File: config.mk
export PLATFORM = sky130hd
export DESIGN_NAME = frameSubsystem
export DESIGN_NICKNAME = d
export VERILOG_FILES = /design/src/common/framePkg.sv /design/src/renderer/rectRenderer.sv /design/src/renderer/renderRegisters.sv /design/src/source/frameSubsystem.sv /design/src/source/scanout.sv /design/src/source/sramController.sv
export VERILOG_INCLUDE_DIRS = /design/src /design/src/common
export SDC_FILE = /design/constraint.sdc
export NUM_CORES = 1
export LEC_CHECK = 0
export BUFFER_PORTS_ARGS = -buffer_cell sky130_fd_sc_hd__buf_2
export CAP_MARGIN = 30
export CORE_UTILIZATION = 56
export CTS_CLUSTER_DIAMETER = 60
export DETAILED_ROUTE_END_ITERATION = 8
export PLACE_DENSITY = 0.91
export SLEW_MARGIN = 20
export SYNTH_ARGS = -nofsm -noshare
export SYNTH_HDL_FRONTEND = slang
export SYNTH_SLANG_ARGS = --single-unit
File: constraint.sdc
create_clock -name clk -period 4.2 [get_ports clk]
set_input_delay 0.84 -clock clk [delete_from_list [all_inputs] [get_ports clk]]
set_output_delay 0.84 -clock clk [all_outputs]
set_load 0.02 [all_outputs]
File: src/common/frameSettings_settings.svh
`ifndef FRAME_SETTINGS_SVH
`define FRAME_SETTINGS_SVH

// ~~~~~~~~~~~~~~~~~~~~
// Bus and word widths

`define SRAM_DATA_WIDTH 16
`define COORD_WIDTH 8
`define APB_ADDRESS_WIDTH 8
`define APB_DATA_WIDTH 32

// ~~~~~~~~~~~~~~~~~~~~
// Frame geometry, both sides are powers of two

`define FRAME_WIDTH_LOG2 4
`define FRAME_HEIGHT_LOG2 3
`define FRAME_WIDTH (1 << `FRAME_WIDTH_LOG2)
`define FRAME_HEIGHT (1 << `FRAME_HEIGHT_LOG2)
`define FRAME_SIZE (`FRAME_WIDTH * `FRAME_HEIGHT) // Pixels in one frame

// Row number sits above the column number in a linear address
`define SRAM_ADDRESS_WIDTH (`FRAME_WIDTH_LOG2 + `FRAME_HEIGHT_LOG2)

`endif

File: src/common/framePkg.sv
`include "frameSettings_settings.svh"

package framePkg;

    // ~~~~~~~~~~~~~~~~~~~~
    // Plain vectors

    typedef logic [`SRAM_DATA_WIDTH-1:0]    Pixel_t;
    typedef logic [`SRAM_ADDRESS_WIDTH-1:0] SramAddress_t;
    typedef logic [`COORD_WIDTH-1:0]        Coord_t;
    typedef logic [`APB_ADDRESS_WIDTH-1:0]  ApbAddress_t;
    typedef logic [`APB_DATA_WIDTH-1:0]     ApbData_t;

    // ~~~~~~~~~~~~~~~~~~~~
    // SRAM clients and pins

    typedef struct packed {
        SramAddress_t address;
        Pixel_t       writeData;
        logic         writeEnable;
        logic         valid;       // Stays up with the fields until done
    } SramRequest_t;

    typedef struct packed {
        Pixel_t readData;
        logic   done;
    } SramResult_t;

    // The pad is split so the board top owns the tristate
    typedef struct packed {
        SramAddress_t address;
        logic         weN;
        logic         oeN;
        Pixel_t       dataOut;
        logic         dataEnable;
    } SramBus_t;

    // ~~~~~~~~~~~~~~~~~~~~
    // APB and the register map

    typedef struct packed {
        logic        psel;
        logic        penable;
        logic        pwrite;
        ApbAddress_t paddr;
        ApbData_t    pwdata;
    } ApbRequest_t;

    typedef struct packed {
        ApbData_t prdata;
        logic     pready;
        logic     pslverr;
    } ApbResponse_t;

    typedef struct packed {
        Coord_t x;
        Coord_t y;
        Coord_t width;
        Coord_t height;
        Pixel_t colour;
    } RectCommand_t;

    localparam ApbAddress_t ControlOffset  = 8'h00;
    localparam ApbAddress_t PositionOffset = 8'h04;
    localparam ApbAddress_t SizeOffset     = 8'h08;
    localparam ApbAddress_t ColourOffset   = 8'h0C;
    localparam ApbAddress_t StatusOffset   = 8'h10;

    localparam int StartBit         = 0; // CONTROL, write one to launch a fill
    localparam int ScanoutEnableBit = 1; // CONTROL
    localparam int BusyBit          = 0; // STATUS

endpackage

File: src/renderer/rectRenderer.sv
`include "frameSettings_settings.svh"

module rectRenderer (
    input  logic                   clk,
    input  logic                   rst,
    input  framePkg::RectCommand_t rectCommand,
    input  logic                   start,
    output logic                   rendering,
    output framePkg::SramRequest_t renderRequest,
    input  framePkg::SramResult_t  renderResult
);

    typedef enum logic {
        StateIdle,
        StateWrite
    } RenderState_t;

    RenderState_t state;

    // One bit wider so a large x plus width cannot wrap back into the frame
    logic [`COORD_WIDTH:0] columnSum;
    logic [`COORD_WIDTH:0] rowSum;
    framePkg::Coord_t      columnLimit;
    framePkg::Coord_t      rowLimit;
    logic                  emptyClip;
    logic                  lastColumn;
    logic                  lastRow;

    framePkg::Coord_t column;
    framePkg::Coord_t row;
    framePkg::Coord_t columnFirst;
    framePkg::Coord_t columnEnd;
    framePkg::Coord_t rowEnd;
    framePkg::Pixel_t colour;

    // ~~~~~~~~~~~~~~~~~~~~
    // Clipping

    assign columnSum = {1'b0, rectCommand.x} + {1'b0, rectCommand.width};
    assign rowSum    = {1'b0, rectCommand.y} + {1'b0, rectCommand.height};

    always_comb begin
        columnLimit = (columnSum > `FRAME_WIDTH) ? framePkg::Coord_t'(`FRAME_WIDTH)
                                                 : columnSum[`COORD_WIDTH-1:0];
        rowLimit    = (rowSum > `FRAME_HEIGHT) ? framePkg::Coord_t'(`FRAME_HEIGHT)
                                               : rowSum[`COORD_WIDTH-1:0];
    end

    // Zero size or an origin past the edge both leave nothing to draw
    assign emptyClip = (columnLimit <= rectCommand.x) || (rowLimit <= rectCommand.y);

    assign lastColumn = (column + 1'b1) == columnEnd;
    assign lastRow    = (row + 1'b1) == rowEnd;

    // ~~~~~~~~~~~~~~~~~~~~
    // Walk

    always_ff @(posedge clk or posedge rst) begin
        if (rst) begin
            state <= StateIdle;
        end else begin
            case (state)
                StateIdle:
                    if (start && !emptyClip) state <= StateWrite;
                StateWrite:
                    if (renderResult.done && lastColumn && lastRow) state <= StateIdle;
                default:
                    state <= StateIdle;
            endcase
        end
    end

    always_ff @(posedge clk) begin
        if (state == StateIdle) begin
            if (start) begin
                column      <= rectCommand.x;
                row         <= rectCommand.y;
                columnFirst <= rectCommand.x;
                columnEnd   <= columnLimit;
                rowEnd      <= rowLimit;
                colour      <= rectCommand.colour; // Later colour writes do not touch this fill
            end
        end else if (renderResult.done) begin
            if (lastColumn) begin
                column <= columnFirst;
                row    <= row + 1'b1;
            end else begin
                column <= column + 1'b1;
            end
        end
    end

    assign rendering = (state == StateWrite);

    assign renderRequest = '{
        address:     {row[`FRAME_HEIGHT_LOG2-1:0], column[`FRAME_WIDTH_LOG2-1:0]},
        writeData:   colour,
        writeEnable: 1'b1,
        valid:       state == StateWrite
    };

    // A done from the controller only answers a request that is still pending
    doneWhilePending: assert property (@(posedge clk) disable iff (rst)
        renderResult.done |-> renderRequest.valid)
        else $error("Render done without a pending request");

endmodule

File: src/renderer/renderRegisters.sv
`include "frameSettings_settings.svh"

module renderRegisters (
    input  logic                   clk,
    input  logic                   rst,
    input  framePkg::ApbRequest_t  apbRequest,
    output framePkg::ApbResponse_t apbResponse,
    input  logic                   rendering,
    output framePkg::RectCommand_t rectCommand,
    output logic                   start,
    output logic                   scanoutEnable
);

    logic               access;
    logic               writeAccess;
    logic               busy;
    logic               knownOffset;
    logic               geometryWrite;
    logic               accessError;
    framePkg::ApbData_t readData;

    assign access      = apbRequest.psel && apbRequest.penable;
    assign writeAccess = access && apbRequest.pwrite;
    assign busy        = rendering || start; // Start covers the cycle before the renderer wakes

    always_comb begin
        knownOffset = 1'b1;
        readData    = '0;
        case (apbRequest.paddr)
            framePkg::ControlOffset:
                readData[framePkg::ScanoutEnableBit] = scanoutEnable;
            framePkg::PositionOffset:
                readData = framePkg::ApbData_t'({rectCommand.y, rectCommand.x});
            framePkg::SizeOffset:
                readData = framePkg::ApbData_t'({rectCommand.height, rectCommand.width});
            framePkg::ColourOffset:
                readData = framePkg::ApbData_t'(rectCommand.colour);
            framePkg::StatusOffset:
                readData[framePkg::BusyBit] = busy;
            default:
                knownOffset = 1'b0;
        endcase
    end

    // Anything that would move or relaunch the rectangle
    assign geometryWrite = (apbRequest.paddr == framePkg::PositionOffset)
                        || (apbRequest.paddr == framePkg::SizeOffset)
                        || (apbRequest.paddr == framePkg::ControlOffset
                            && apbRequest.pwdata[framePkg::StartBit]);

    assign accessError = access && (!knownOffset || (apbRequest.pwrite
                         && (apbRequest.paddr == framePkg::StatusOffset
                             || (busy && geometryWrite))));

    assign apbResponse = '{prdata: readData, pready: 1'b1, pslverr: accessError};

    always_ff @(posedge clk or posedge rst) begin
        if (rst) begin
            rectCommand   <= '0;
            start         <= 1'b0;
            scanoutEnable <= 1'b0;
        end else begin
            start <= 1'b0;
            if (writeAccess && !accessError) begin
                case (apbRequest.paddr)
                    framePkg::ControlOffset: begin
                        start         <= apbRequest.pwdata[framePkg::StartBit];
                        scanoutEnable <= apbRequest.pwdata[framePkg::ScanoutEnableBit];
                    end
                    framePkg::PositionOffset: begin
                        rectCommand.x <= apbRequest.pwdata[`COORD_WIDTH-1:0];
                        rectCommand.y <= apbRequest.pwdata[2*`COORD_WIDTH-1:`COORD_WIDTH];
                    end
                    framePkg::SizeOffset: begin
                        rectCommand.width  <= apbRequest.pwdata[`COORD_WIDTH-1:0];
                        rectCommand.height <= apbRequest.pwdata[2*`COORD_WIDTH-1:`COORD_WIDTH];
                    end
                    framePkg::ColourOffset:
                        rectCommand.colour <= apbRequest.pwdata[`SRAM_DATA_WIDTH-1:0];
                    default: ;
                endcase
            end
        end
    end

    // Access phase must sit inside a selected transfer
    apbEnableInSelect: assert property (@(posedge clk) disable iff (rst)
        apbRequest.penable |-> apbRequest.psel)
        else $error("APB penable without psel");

endmodule

File: src/source/frameSubsystem.sv
module frameSubsystem (
    input  logic                   clk,
    input  logic                   rst,
    input  framePkg::ApbRequest_t  apbRequest,
    output framePkg::ApbResponse_t apbResponse,
    output framePkg::SramBus_t     sramBus,
    input  framePkg::Pixel_t       sramDataIn,
    output framePkg::Pixel_t       pixel,
    output logic                   pixelValid,
    output logic                   lineStart,
    output logic                   frameStart
);

    framePkg::RectCommand_t rectCommand;
    framePkg::SramRequest_t videoRequest;
    framePkg::SramRequest_t renderRequest;
    framePkg::SramResult_t  videoResult;
    framePkg::SramResult_t  renderResult;
    logic                   start;
    logic                   rendering;
    logic                   scanoutEnable;

    renderRegisters renderRegisters_inst (
        .clk           (clk),
        .rst           (rst),
        .apbRequest    (apbRequest),
        .apbResponse   (apbResponse),
        .rendering     (rendering),
        .rectCommand   (rectCommand),
        .start         (start),
        .scanoutEnable (scanoutEnable)
    );

    rectRenderer rectRenderer_inst (
        .clk           (clk),
        .rst           (rst),
        .rectCommand   (rectCommand),
        .start         (start),
        .rendering     (rendering),
        .renderRequest (renderRequest),
        .renderResult  (renderResult)
    );

    // Video side of the frame
    scanout scanout_inst (
        .clk           (clk),
        .rst           (rst),
        .scanoutEnable (scanoutEnable),
        .videoRequest  (videoRequest),
        .videoResult   (videoResult),
        .pixel         (pixel),
        .pixelValid    (pixelValid),
        .lineStart     (lineStart),
        .frameStart    (frameStart)
    );

    sramController sramController_inst (
        .clk           (clk),
        .rst           (rst),
        .sramBus       (sramBus),
        .sramDataIn    (sramDataIn),
        .videoRequest  (videoRequest),
        .renderRequest (renderRequest),
        .videoResult   (videoResult),
        .renderResult  (renderResult)
    );

endmodule

File: src/source/scanout.sv
`include "frameSettings_settings.svh"

module scanout (
    input  logic                   clk,
    input  logic                   rst,
    input  logic                   scanoutEnable,
    output framePkg::SramRequest_t videoRequest,
    input  framePkg::SramResult_t  videoResult,
    output framePkg::Pixel_t       pixel,
    output logic                   pixelValid,
    output logic                   lineStart,
    output logic                   frameStart
);

    framePkg::SramAddress_t rasterAddress;
    logic                   reading;
    logic                   columnZero;

    assign columnZero = rasterAddress[`FRAME_WIDTH_LOG2-1:0] == '0;

    // ~~~~~~~~~~~~~~~~~~~~
    // Raster counter

    always_ff @(posedge clk or posedge rst) begin
        if (rst) begin
            reading       <= 1'b0;
            rasterAddress <= '0;
            pixelValid    <= 1'b0;
            lineStart     <= 1'b0;
            frameStart    <= 1'b0;
        end else begin
            // Markers come from the address of the read that just finished
            pixelValid <= videoResult.done;
            lineStart  <= videoResult.done && columnZero;
            frameStart <= videoResult.done && (rasterAddress == '0);

            if (!reading) begin
                reading <= scanoutEnable;
            end else if (videoResult.done) begin
                // An outstanding read always completes before the engine stops
                reading <= scanoutEnable;
                // Frame size is a power of two so the counter wraps at frame end
                rasterAddress <= scanoutEnable ? rasterAddress + 1'b1 : '0;
            end
        end
    end

    always_ff @(posedge clk) begin
        if (videoResult.done) pixel <= videoResult.readData;
    end

    assign videoRequest = '{
        address:     rasterAddress,
        writeData:   '0,
        writeEnable: 1'b0,
        valid:       reading
    };

endmodule

File: src/source/sramController.sv
module sramController (
    input  logic                   clk,
    input  logic                   rst,
    output framePkg::SramBus_t     sramBus,
    input  framePkg::Pixel_t       sramDataIn,
    input  framePkg::SramRequest_t videoRequest,
    input  framePkg::SramRequest_t renderRequest,
    output framePkg::SramResult_t  videoResult,
    output framePkg::SramResult_t  renderResult
);

    typedef enum logic [1:0] {
        StateInit,
        StateVideo,
        StateRender
    } SlotState_t;

    SlotState_t state, nextState;

    framePkg::SramRequest_t granted;
    framePkg::SramAddress_t pinAddress;
    framePkg::Pixel_t       pinData;
    logic                   pinWeN;
    logic                   pinOeN;
    logic                   pinDataEnable;
    logic                   videoDone;
    logic                   renderDone;

    // Fixed slots, one per cycle, no arbitration
    always_comb begin
        case (state)
            StateInit:   nextState = StateVideo;
            StateVideo:  nextState = StateRender;
            StateRender: nextState = StateVideo;
            default:     nextState = StateInit;
        endcase
    end

    always_comb begin
        case (state)
            StateVideo:  granted = videoRequest;
            StateRender: granted = renderRequest;
            default:     granted = '0; // Init slot stays idle
        endcase
    end

    // ~~~~~~~~~~~~~~~~~~~~
    // Pin registers

    always_ff @(posedge clk or posedge rst) begin
        if (rst) begin
            state         <= StateInit;
            pinWeN        <= 1'b1;
            pinOeN        <= 1'b1;
            pinDataEnable <= 1'b0;
            videoDone     <= 1'b0;
            renderDone    <= 1'b0;
        end else begin
            state         <= nextState;
            pinWeN        <= !(granted.valid && granted.writeEnable);
            pinOeN        <= !(granted.valid && !granted.writeEnable);
            pinDataEnable <= granted.valid && granted.writeEnable;
            // Done rides alongside the pins for the cycle the SRAM holds the access
            videoDone     <= (state == StateVideo) && videoRequest.valid;
            renderDone    <= (state == StateRender) && renderRequest.valid;
        end
    end

    always_ff @(posedge clk) begin
        pinAddress <= granted.address;
        pinData    <= granted.writeData;
    end

    assign sramBus = '{
        address:    pinAddress,
        weN:        pinWeN,
        oeN:        pinOeN,
        dataOut:    pinData,
        dataEnable: pinDataEnable
    };

    // Read data is taken from the pad in the same cycle as done
    assign videoResult  = '{readData: sramDataIn, done: videoDone};
    assign renderResult = '{readData: sramDataIn, done: renderDone};

    // ~~~~~~~~~~~~~~~~~~~~
    // Checks

    noBusFight: assert property (@(posedge clk) disable iff (rst)
        !(!sramBus.weN && !sramBus.oeN))
        else $error("SRAM read and write strobes active together");

    driveOnlyOnWrite: assert property (@(posedge clk) disable iff (rst)
        sramBus.dataEnable |-> !sramBus.weN)
        else $error("SRAM data driven outside a write");

endmodule

======== Word-level counts from Yosys, hierarchy flattened ========
Index checks and enable logic that the tools add are counted.
Widths: inputs -> output; s select.
storage, ports and cells
  flip-flop bits (word level) ............. 164
  input bits .............................. 61
  output and inout bits ................... 79
  logic and storage cells ................. 115
cells by class
  add/subtract/negate cells ............... 5
  magnitude comparators ................... 4
  eq/ne operators ......................... 10
  muxes and demuxes ....................... 24
  bitwise logic cells ..................... 1
  reduce and logical (&&, ||, !) cells .... 43
operator list
  kind                 number
  $mux 8               10
  $pmux 25 s2          1
  $pmux 14 s3          1
  $add 8x8->9          2
  $add 8x1->8 const B  2
  $eq 8x4->1 const B   2
  $eq 8x8->1           2
  $le 8x8->1           2
  $logic_and 1x1->1    16
  $reduce_and 2->1     7
  $gt 9x4->1 const B   1
  $gt 9x5->1 const B   1
  $eq 8x3->1 const B   1
  $eq 8x5->1 const B   1
  $logic_not 8->1      1
  $pmux 1 s4           2
  $add 7x1->7 const B  1
  $logic_not 7->1      1
  $mux 1               7
  $mux 7               1
  $logic_not 1->1      6
  $logic_or 1x1->1     6
  $reduce_or 5->1      1
  $logic_not 4->1      1
  11 further kinds     11

======== Longest topological paths before layout ========
  depth after elaboration ................. 11
  mapped depth ............................ 17
  mapped depth without buffers ............ 17

======== By module ========
A second synthesis with hierarchy kept.
unflattened totals
  cells, all modules ...................... 767
  area total of the unflattened synthesis .. 8,690.8 um^2
modules (own cells, without submodules)
  module           instances  cells an instance  area each (um^2)  sequential area each (um^2)
  rectRenderer     1          318                3,525.9           1,706.6
  renderRegisters  1          221                2,633.8           1,251.2
  sramController   1          139                1,397.6           638.1
  scanout          1          89                 1,133.6           755.7

======== Worst setup path before layout ========
OpenSTA, ideal clock, no wires.
  path type ............................... register to register
  start point ............................. register, netlist name renderRegisters_inst.rectCommand[40]
  end point ............................... register rectRenderer_inst.state, in the netlist rectRenderer_inst.rendering
  setup time .............................. 137 ps
  arrival time ............................ 3,262 ps
  required time ........................... 4,063 ps
  path slack .............................. 801 ps
  stages on the path, launching flop included .. 18
  path buffers ............................ 0
  period minus slack after synthesis ...... 3,399 ps
  path through ............................ dfrtp_1 -> ha_1 -> inv_1 -> fa_1 -> nand2b_1 -> a2111oi_0 -> o21a_1 -> o21ai_0 -> or2_2 -> nor2_1 -> ha_1 -> a21oi_1 -> nor2b_1 -> o21ai_0 -> a22o_1 -> nand2_1 -> o2111ai_1 -> o31ai_1
on the way
  cells in the longest elaborated chain, start to end .. 9
RTL lines
  item                                        line                RTL
  $add 8x8->9 *                               rectRenderer.sv:39  assign columnSum = {1'b0, rectCommand.x} + {1'b0, rectCommand.width};
  $gt 9x5->1 (no line)                        --
  $mux 8 *                                    rectRenderer.sv:43  columnLimit = (columnSum > `FRAME_WIDTH) ? framePkg::Coord_t'(`FRAME_WIDTH)
  named net rectRenderer_inst.columnLimit[2]  rectRenderer.sv:23  framePkg::Coord_t columnLimit;
  $le 8x8->1 *                                rectRenderer.sv:50  assign emptyClip = (columnLimit <= rectCommand.x) || (rowLimit <= rectCommand.y);
  $logic_or 1x1->1 *                          rectRenderer.sv:50
  $logic_not 1->1 *                           rectRenderer.sv:64  if (start && !emptyClip) state <= StateWrite;
  $logic_and 1x1->1 *                         rectRenderer.sv:64
  $mux 1 *                                    rectRenderer.sv:64
  $pmux 1 s2 *                                rectRenderer.sv:62  case (state)
  end signal: assignment                      rectRenderer.sv:64
  end signal: assignment                      rectRenderer.sv:66  if (renderResult.done && lastColumn && lastRow) state <= StateIdle;
  end signal: assignment                      rectRenderer.sv:68  state <= StateIdle;
  end: declaration                            rectRenderer.sv:18  RenderState_t state;
Mark *: on every way through the listed nets, which the timed path passes. The rest lies on a longest branch.
A chain may end at the register's enable or synchronous reset.

======== Worst setup path in the final report ========
  start point ............................. register, netlist name renderRegisters_inst.rectCommand[40]
  end point ............................... register rectRenderer_inst.state, in the netlist rectRenderer_inst.rendering
on the way
  cells in the longest elaborated chain, start to end .. 9
RTL lines
  item                                        line
  $add 8x8->9 *                               rectRenderer.sv:39
  $gt 9x5->1 (no line)                        --
  $mux 8 *                                    rectRenderer.sv:43
  named net rectRenderer_inst.columnLimit[2]  rectRenderer.sv:23
  $le 8x8->1 *                                rectRenderer.sv:50
  $logic_or 1x1->1 *                          rectRenderer.sv:50
  $logic_not 1->1 *                           rectRenderer.sv:64
  $logic_and 1x1->1 *                         rectRenderer.sv:64
  $mux 1 *                                    rectRenderer.sv:64
  $pmux 1 s2 *                                rectRenderer.sv:62
Marked as above.

==> summary.txt <==
Setup path
  • Critical-path top delay cell: dfrtp_1
  • Worst path required time: around 4500 ps
  • Crit-path leading delay family: compound AO/OA/AOI/OAI gates
  • Crit end category: flip-flop
  • Crit-path max cell delay: just under 500 ps
  • Crit-path max FO: 7
  • Worst reg2reg endpoint: rectRenderer_inst.rendering
  • R2R Path Start: renderRegisters_inst.rectCommand[40]
  • CP Class: reg2reg
  • Crit path cell chain: ha_1, inv_1, fa_1, nand2b_1, a2111oi_0, o21a_1, o21ai_0, or2_2, nor2_1, ha_1, a21oi_1, nor2b_1, o21ai_0, a22o_1, nand2_1, o2111ai_1, o31ai_1
  • WP data arrival: 4270 ps
  • Buf/Inv on CP: 1
  • Worst reg2reg setup slack: 230 ps
  • Startpoint Class: flip-flop
  • R2R cell count: 17

Synth
  • Post-synth EDFFs: 72
  • Syn Inst Count: 683
  • Mean Syn Cell Area: 11.5 µm²
  • Seq/Total Area, Yosys: 0.553
  • Post-Synthesis Cell Area: between 7000 and 8000 µm²
  • Area contributors post-synth: edfxtp_1 (27%), dfrtp_1 (21%), ha_1 (6.4%), dfxtp_1 (5.9%), mux2_2 (3.7%)
  • FF+latch count, synth: 164
  • Post-synth ARST share: 0.421
  • Synth cell types: 59
  • Largest area contributor in the netlist: edfxtp_1
  • Main synth FF type: edfxtp_1
  • Yosys warning total: 0
  • Top cell type's share of synthesized area: 0.275

Timing
  • Clock period minus worst slack: 3970 ps
  • Worst Tran Pin Value: between 700 and 800 ps
  • Smallest hold slack: just under 400 ps
  • Pins Over Slew Limit: 0
  • Clock Skew: 8.23 ps
  • Crit share post-route: 0.946
  • Fmax achieved: around 250 MHz
  • Final setup TNS: 0 ps
  • Max-slew headroom: 0.483
  • Hold violation count in the final report: 0
  • Setup Viol. Count Final: 0
  • Unrepaired setup endpoints after global routing: false

Drt
  • Post-route ant nets: 0
  • DRC viols: 0
  • 1st-pass router iterations: 7
  • Vias/cell: 5.73
  • Initial DRC count: 485
  • Via Count: roughly 5700
  • Final WL: 16800 µm
  • DR WL/cell: 16.9 µm

Floorplan
  • Initial core utilization: 0.585
  • Die H: between 100 and 150 µm
  • Core ar.: 13500 µm²
  • I/O Pins: 140
  • Num rows: 42
  • Die W: around 120 µm
  • Die area: 14500 µm²

Clock tree
  • Max clock buf depth: 2
  • Reg clk slew, reported paths: 60 ps
  • Hold buffer count at cts: 0
  • CTS tree: yes
  • Root Buffer: clkbuf_16
  • Post-CTS Setup Bufs: 0
  • Htree depth: 4
  • CTS sink cnt: between 150 and 200
  • CTS Buf Count: 17
  • Clk_lat worst skew: approximately 430 ps

Power and ir drop
  • Clock group share of total power: 0.426
  • Int Pwr: 0.00269 W
  • VDD IR max: between 0.3 and 0.4 mV
  • Logic pwr share: 0.068
  • P_sw: about 0.00080 W
  • Sequential power share: 0.506
  • Cell Pwr Density: 384 nW/µm²
  • Switching Share: 0.230
  • P_leak: between 4 and 5 nW

Global route
  • Vias in the first global route: 5464
  • Gr ovfl total: 0
  • Initial antenna violation count: 0
  • Pin count of the biggest net entering global routing: 44
  • Wire length of the first global-routing pass: 27000 µm
  • Gr usage total: 0.246

Finish
  • Layout area overhead: 15.9%
  • Layout cell share with drive strength beyond 1: 0.237
  • Diode count: 0
  • Final nets: 904
  • Commonest non-fill, non-tap cell in the layout: buf_2
  • Commonest non-fill, non-tap cells in the layout: buf_2 (106), edfxtp_1 (72), dfrtp_1 (67)
  • Util after Layout: 0.677

Placement
  • Port bufs: 106
  • Final HPWL DP: 12000 µm
  • Routability congestion estimate: 0.877

Run status
  • Status: finished clean

Flow run
  • MaxCap Viol Count: 0

Hold path
  • Hold WC Path Type: in2async
-- area by class of cell --
type / instances / area (µm²)
repair buffers: 119 / 641
fillers: 949 / 4340
clock buffers: 26 / 533
multi-input cells: 465 / 3200
inverters: 34 / 128
flip-flops and latches: 164 / 4350
well taps: 176 / 220
clock inverters: 6 / 37.5
-- flip-flops by register name, summed over array words and instances, names as in the netlist, 8 cells and up --
signal,cells
renderRegisters_inst.rectCommand,48
rectRenderer_inst.colour,16
scanout_inst.pixel,16
sramController_inst.pinData,16
rectRenderer_inst.columnEnd,8
rectRenderer_inst.columnFirst,8
rectRenderer_inst.column,8
rectRenderer_inst.rowEnd,8
rectRenderer_inst.row,8
-- through the flow --
step           power (W)  cell area [µm²]  cells  worst slack, ps
2_1_floorplan    0.00196             7970    712              801
3_3_place_gp     0.00202             8520    957              520
3_5_place_dp     0.00203             8540    958              345
4_1_cts          0.00350             9110    990              312
5_1_grt          0.00361             9110    990             11.5
6_report         0.00350             9110    990              225
-- per-layer routing --
| metal | vias to the layer above | share of wire | global-route usage |
|---|---|---|---|
| li1 | 2619 | - | - |
| met1 | 2694 | 0.42 | 0.317 |
| met2 | 320 | 0.47 | 0.389 |
| met3 | 43 | 0.089 | 0.0665 |
| met4 | 0 | 0.023 | 0.106 |
| met5 | - | 0 | 0 |
-- power by group through the flow --
stage	clock network [W]	logic, W	registers (W)
2_1_floorplan	0	0.000168	0.00180
3_3_place_gp	0	0.000222	0.00179
3_5_place_dp	0	0.000234	0.00180
4_1_cts	0.00150	0.000236	0.00177
5_1_grt	0.00157	0.000270	0.00177
6_report	0.00149	0.000238	0.00177
-- worst max path at each step --
stage	start	end	slack [ps]	depth (start not counted)
finish	renderRegisters_inst.rectCommand[40]	rectRenderer_inst.rendering	230	17
global route	renderRegisters_inst.rectCommand[40]	rectRenderer_inst.rendering	10	17
CTS	renderRegisters_inst.rectCommand[40]	rectRenderer_inst.rendering	310	17
detailed placement	renderRegisters_inst.rectCommand[40]	rectRenderer_inst.rendering	350	17
global placement	renderRegisters_inst.rectCommand[40]	rectRenderer_inst.rendering	520	17
floorplan	renderRegisters_inst.rectCommand[40]	rectRenderer_inst.rendering	800	17
-- synth_stat cells (3+ instances only) --
cell type and n:
dfrtp_1 67, nand3_1 19, nand2b_1 3, mux2i_1 6, nand4_1 6, and2_1 3
nor3_1 11, xor2_1 18, nor2_1 47, nand2_1 64, xnor2_1 15, dfxtp_1 23
a21oi_1 19, mux2_2 26, ha_1 40, o21ai_0 41, o221ai_1 8, a22o_1 4
edfxtp_1 72, or2_2 3, a21o_1 4, nor4_1 4, and3_1 17, inv_1 34
a22oi_1 22, clkbuf_1 22, mux2_4 10, buf_4 23, nor2b_1 12
-- repair_timing --
| action | 4_1_cts | 5_1_grt |
|---|---|---|
| setup endpoints to repair | 0 | 1 |
| resized for setup | 0 | 0 |
| endpoints found under the hold margin | 0 | 0 |
-- logic make-up after synthesis --
| logic type | Yosys count | share of synthesized area |
|---|---|---|
| compound gates | 112 | 0.0913 |
| xor+xnor | 33 | 0.0367 |
| fa+ha+maj | 42 | 0.0687 |
| buf+inv | 83 | 0.0533 |
| flops | 164 | 0.553 |
| mux | 43 | 0.0668 |
| other cells | 2 | 0.000955 |
| simple gates | 204 | 0.129 |
Power figures use the tool's default switching activity.
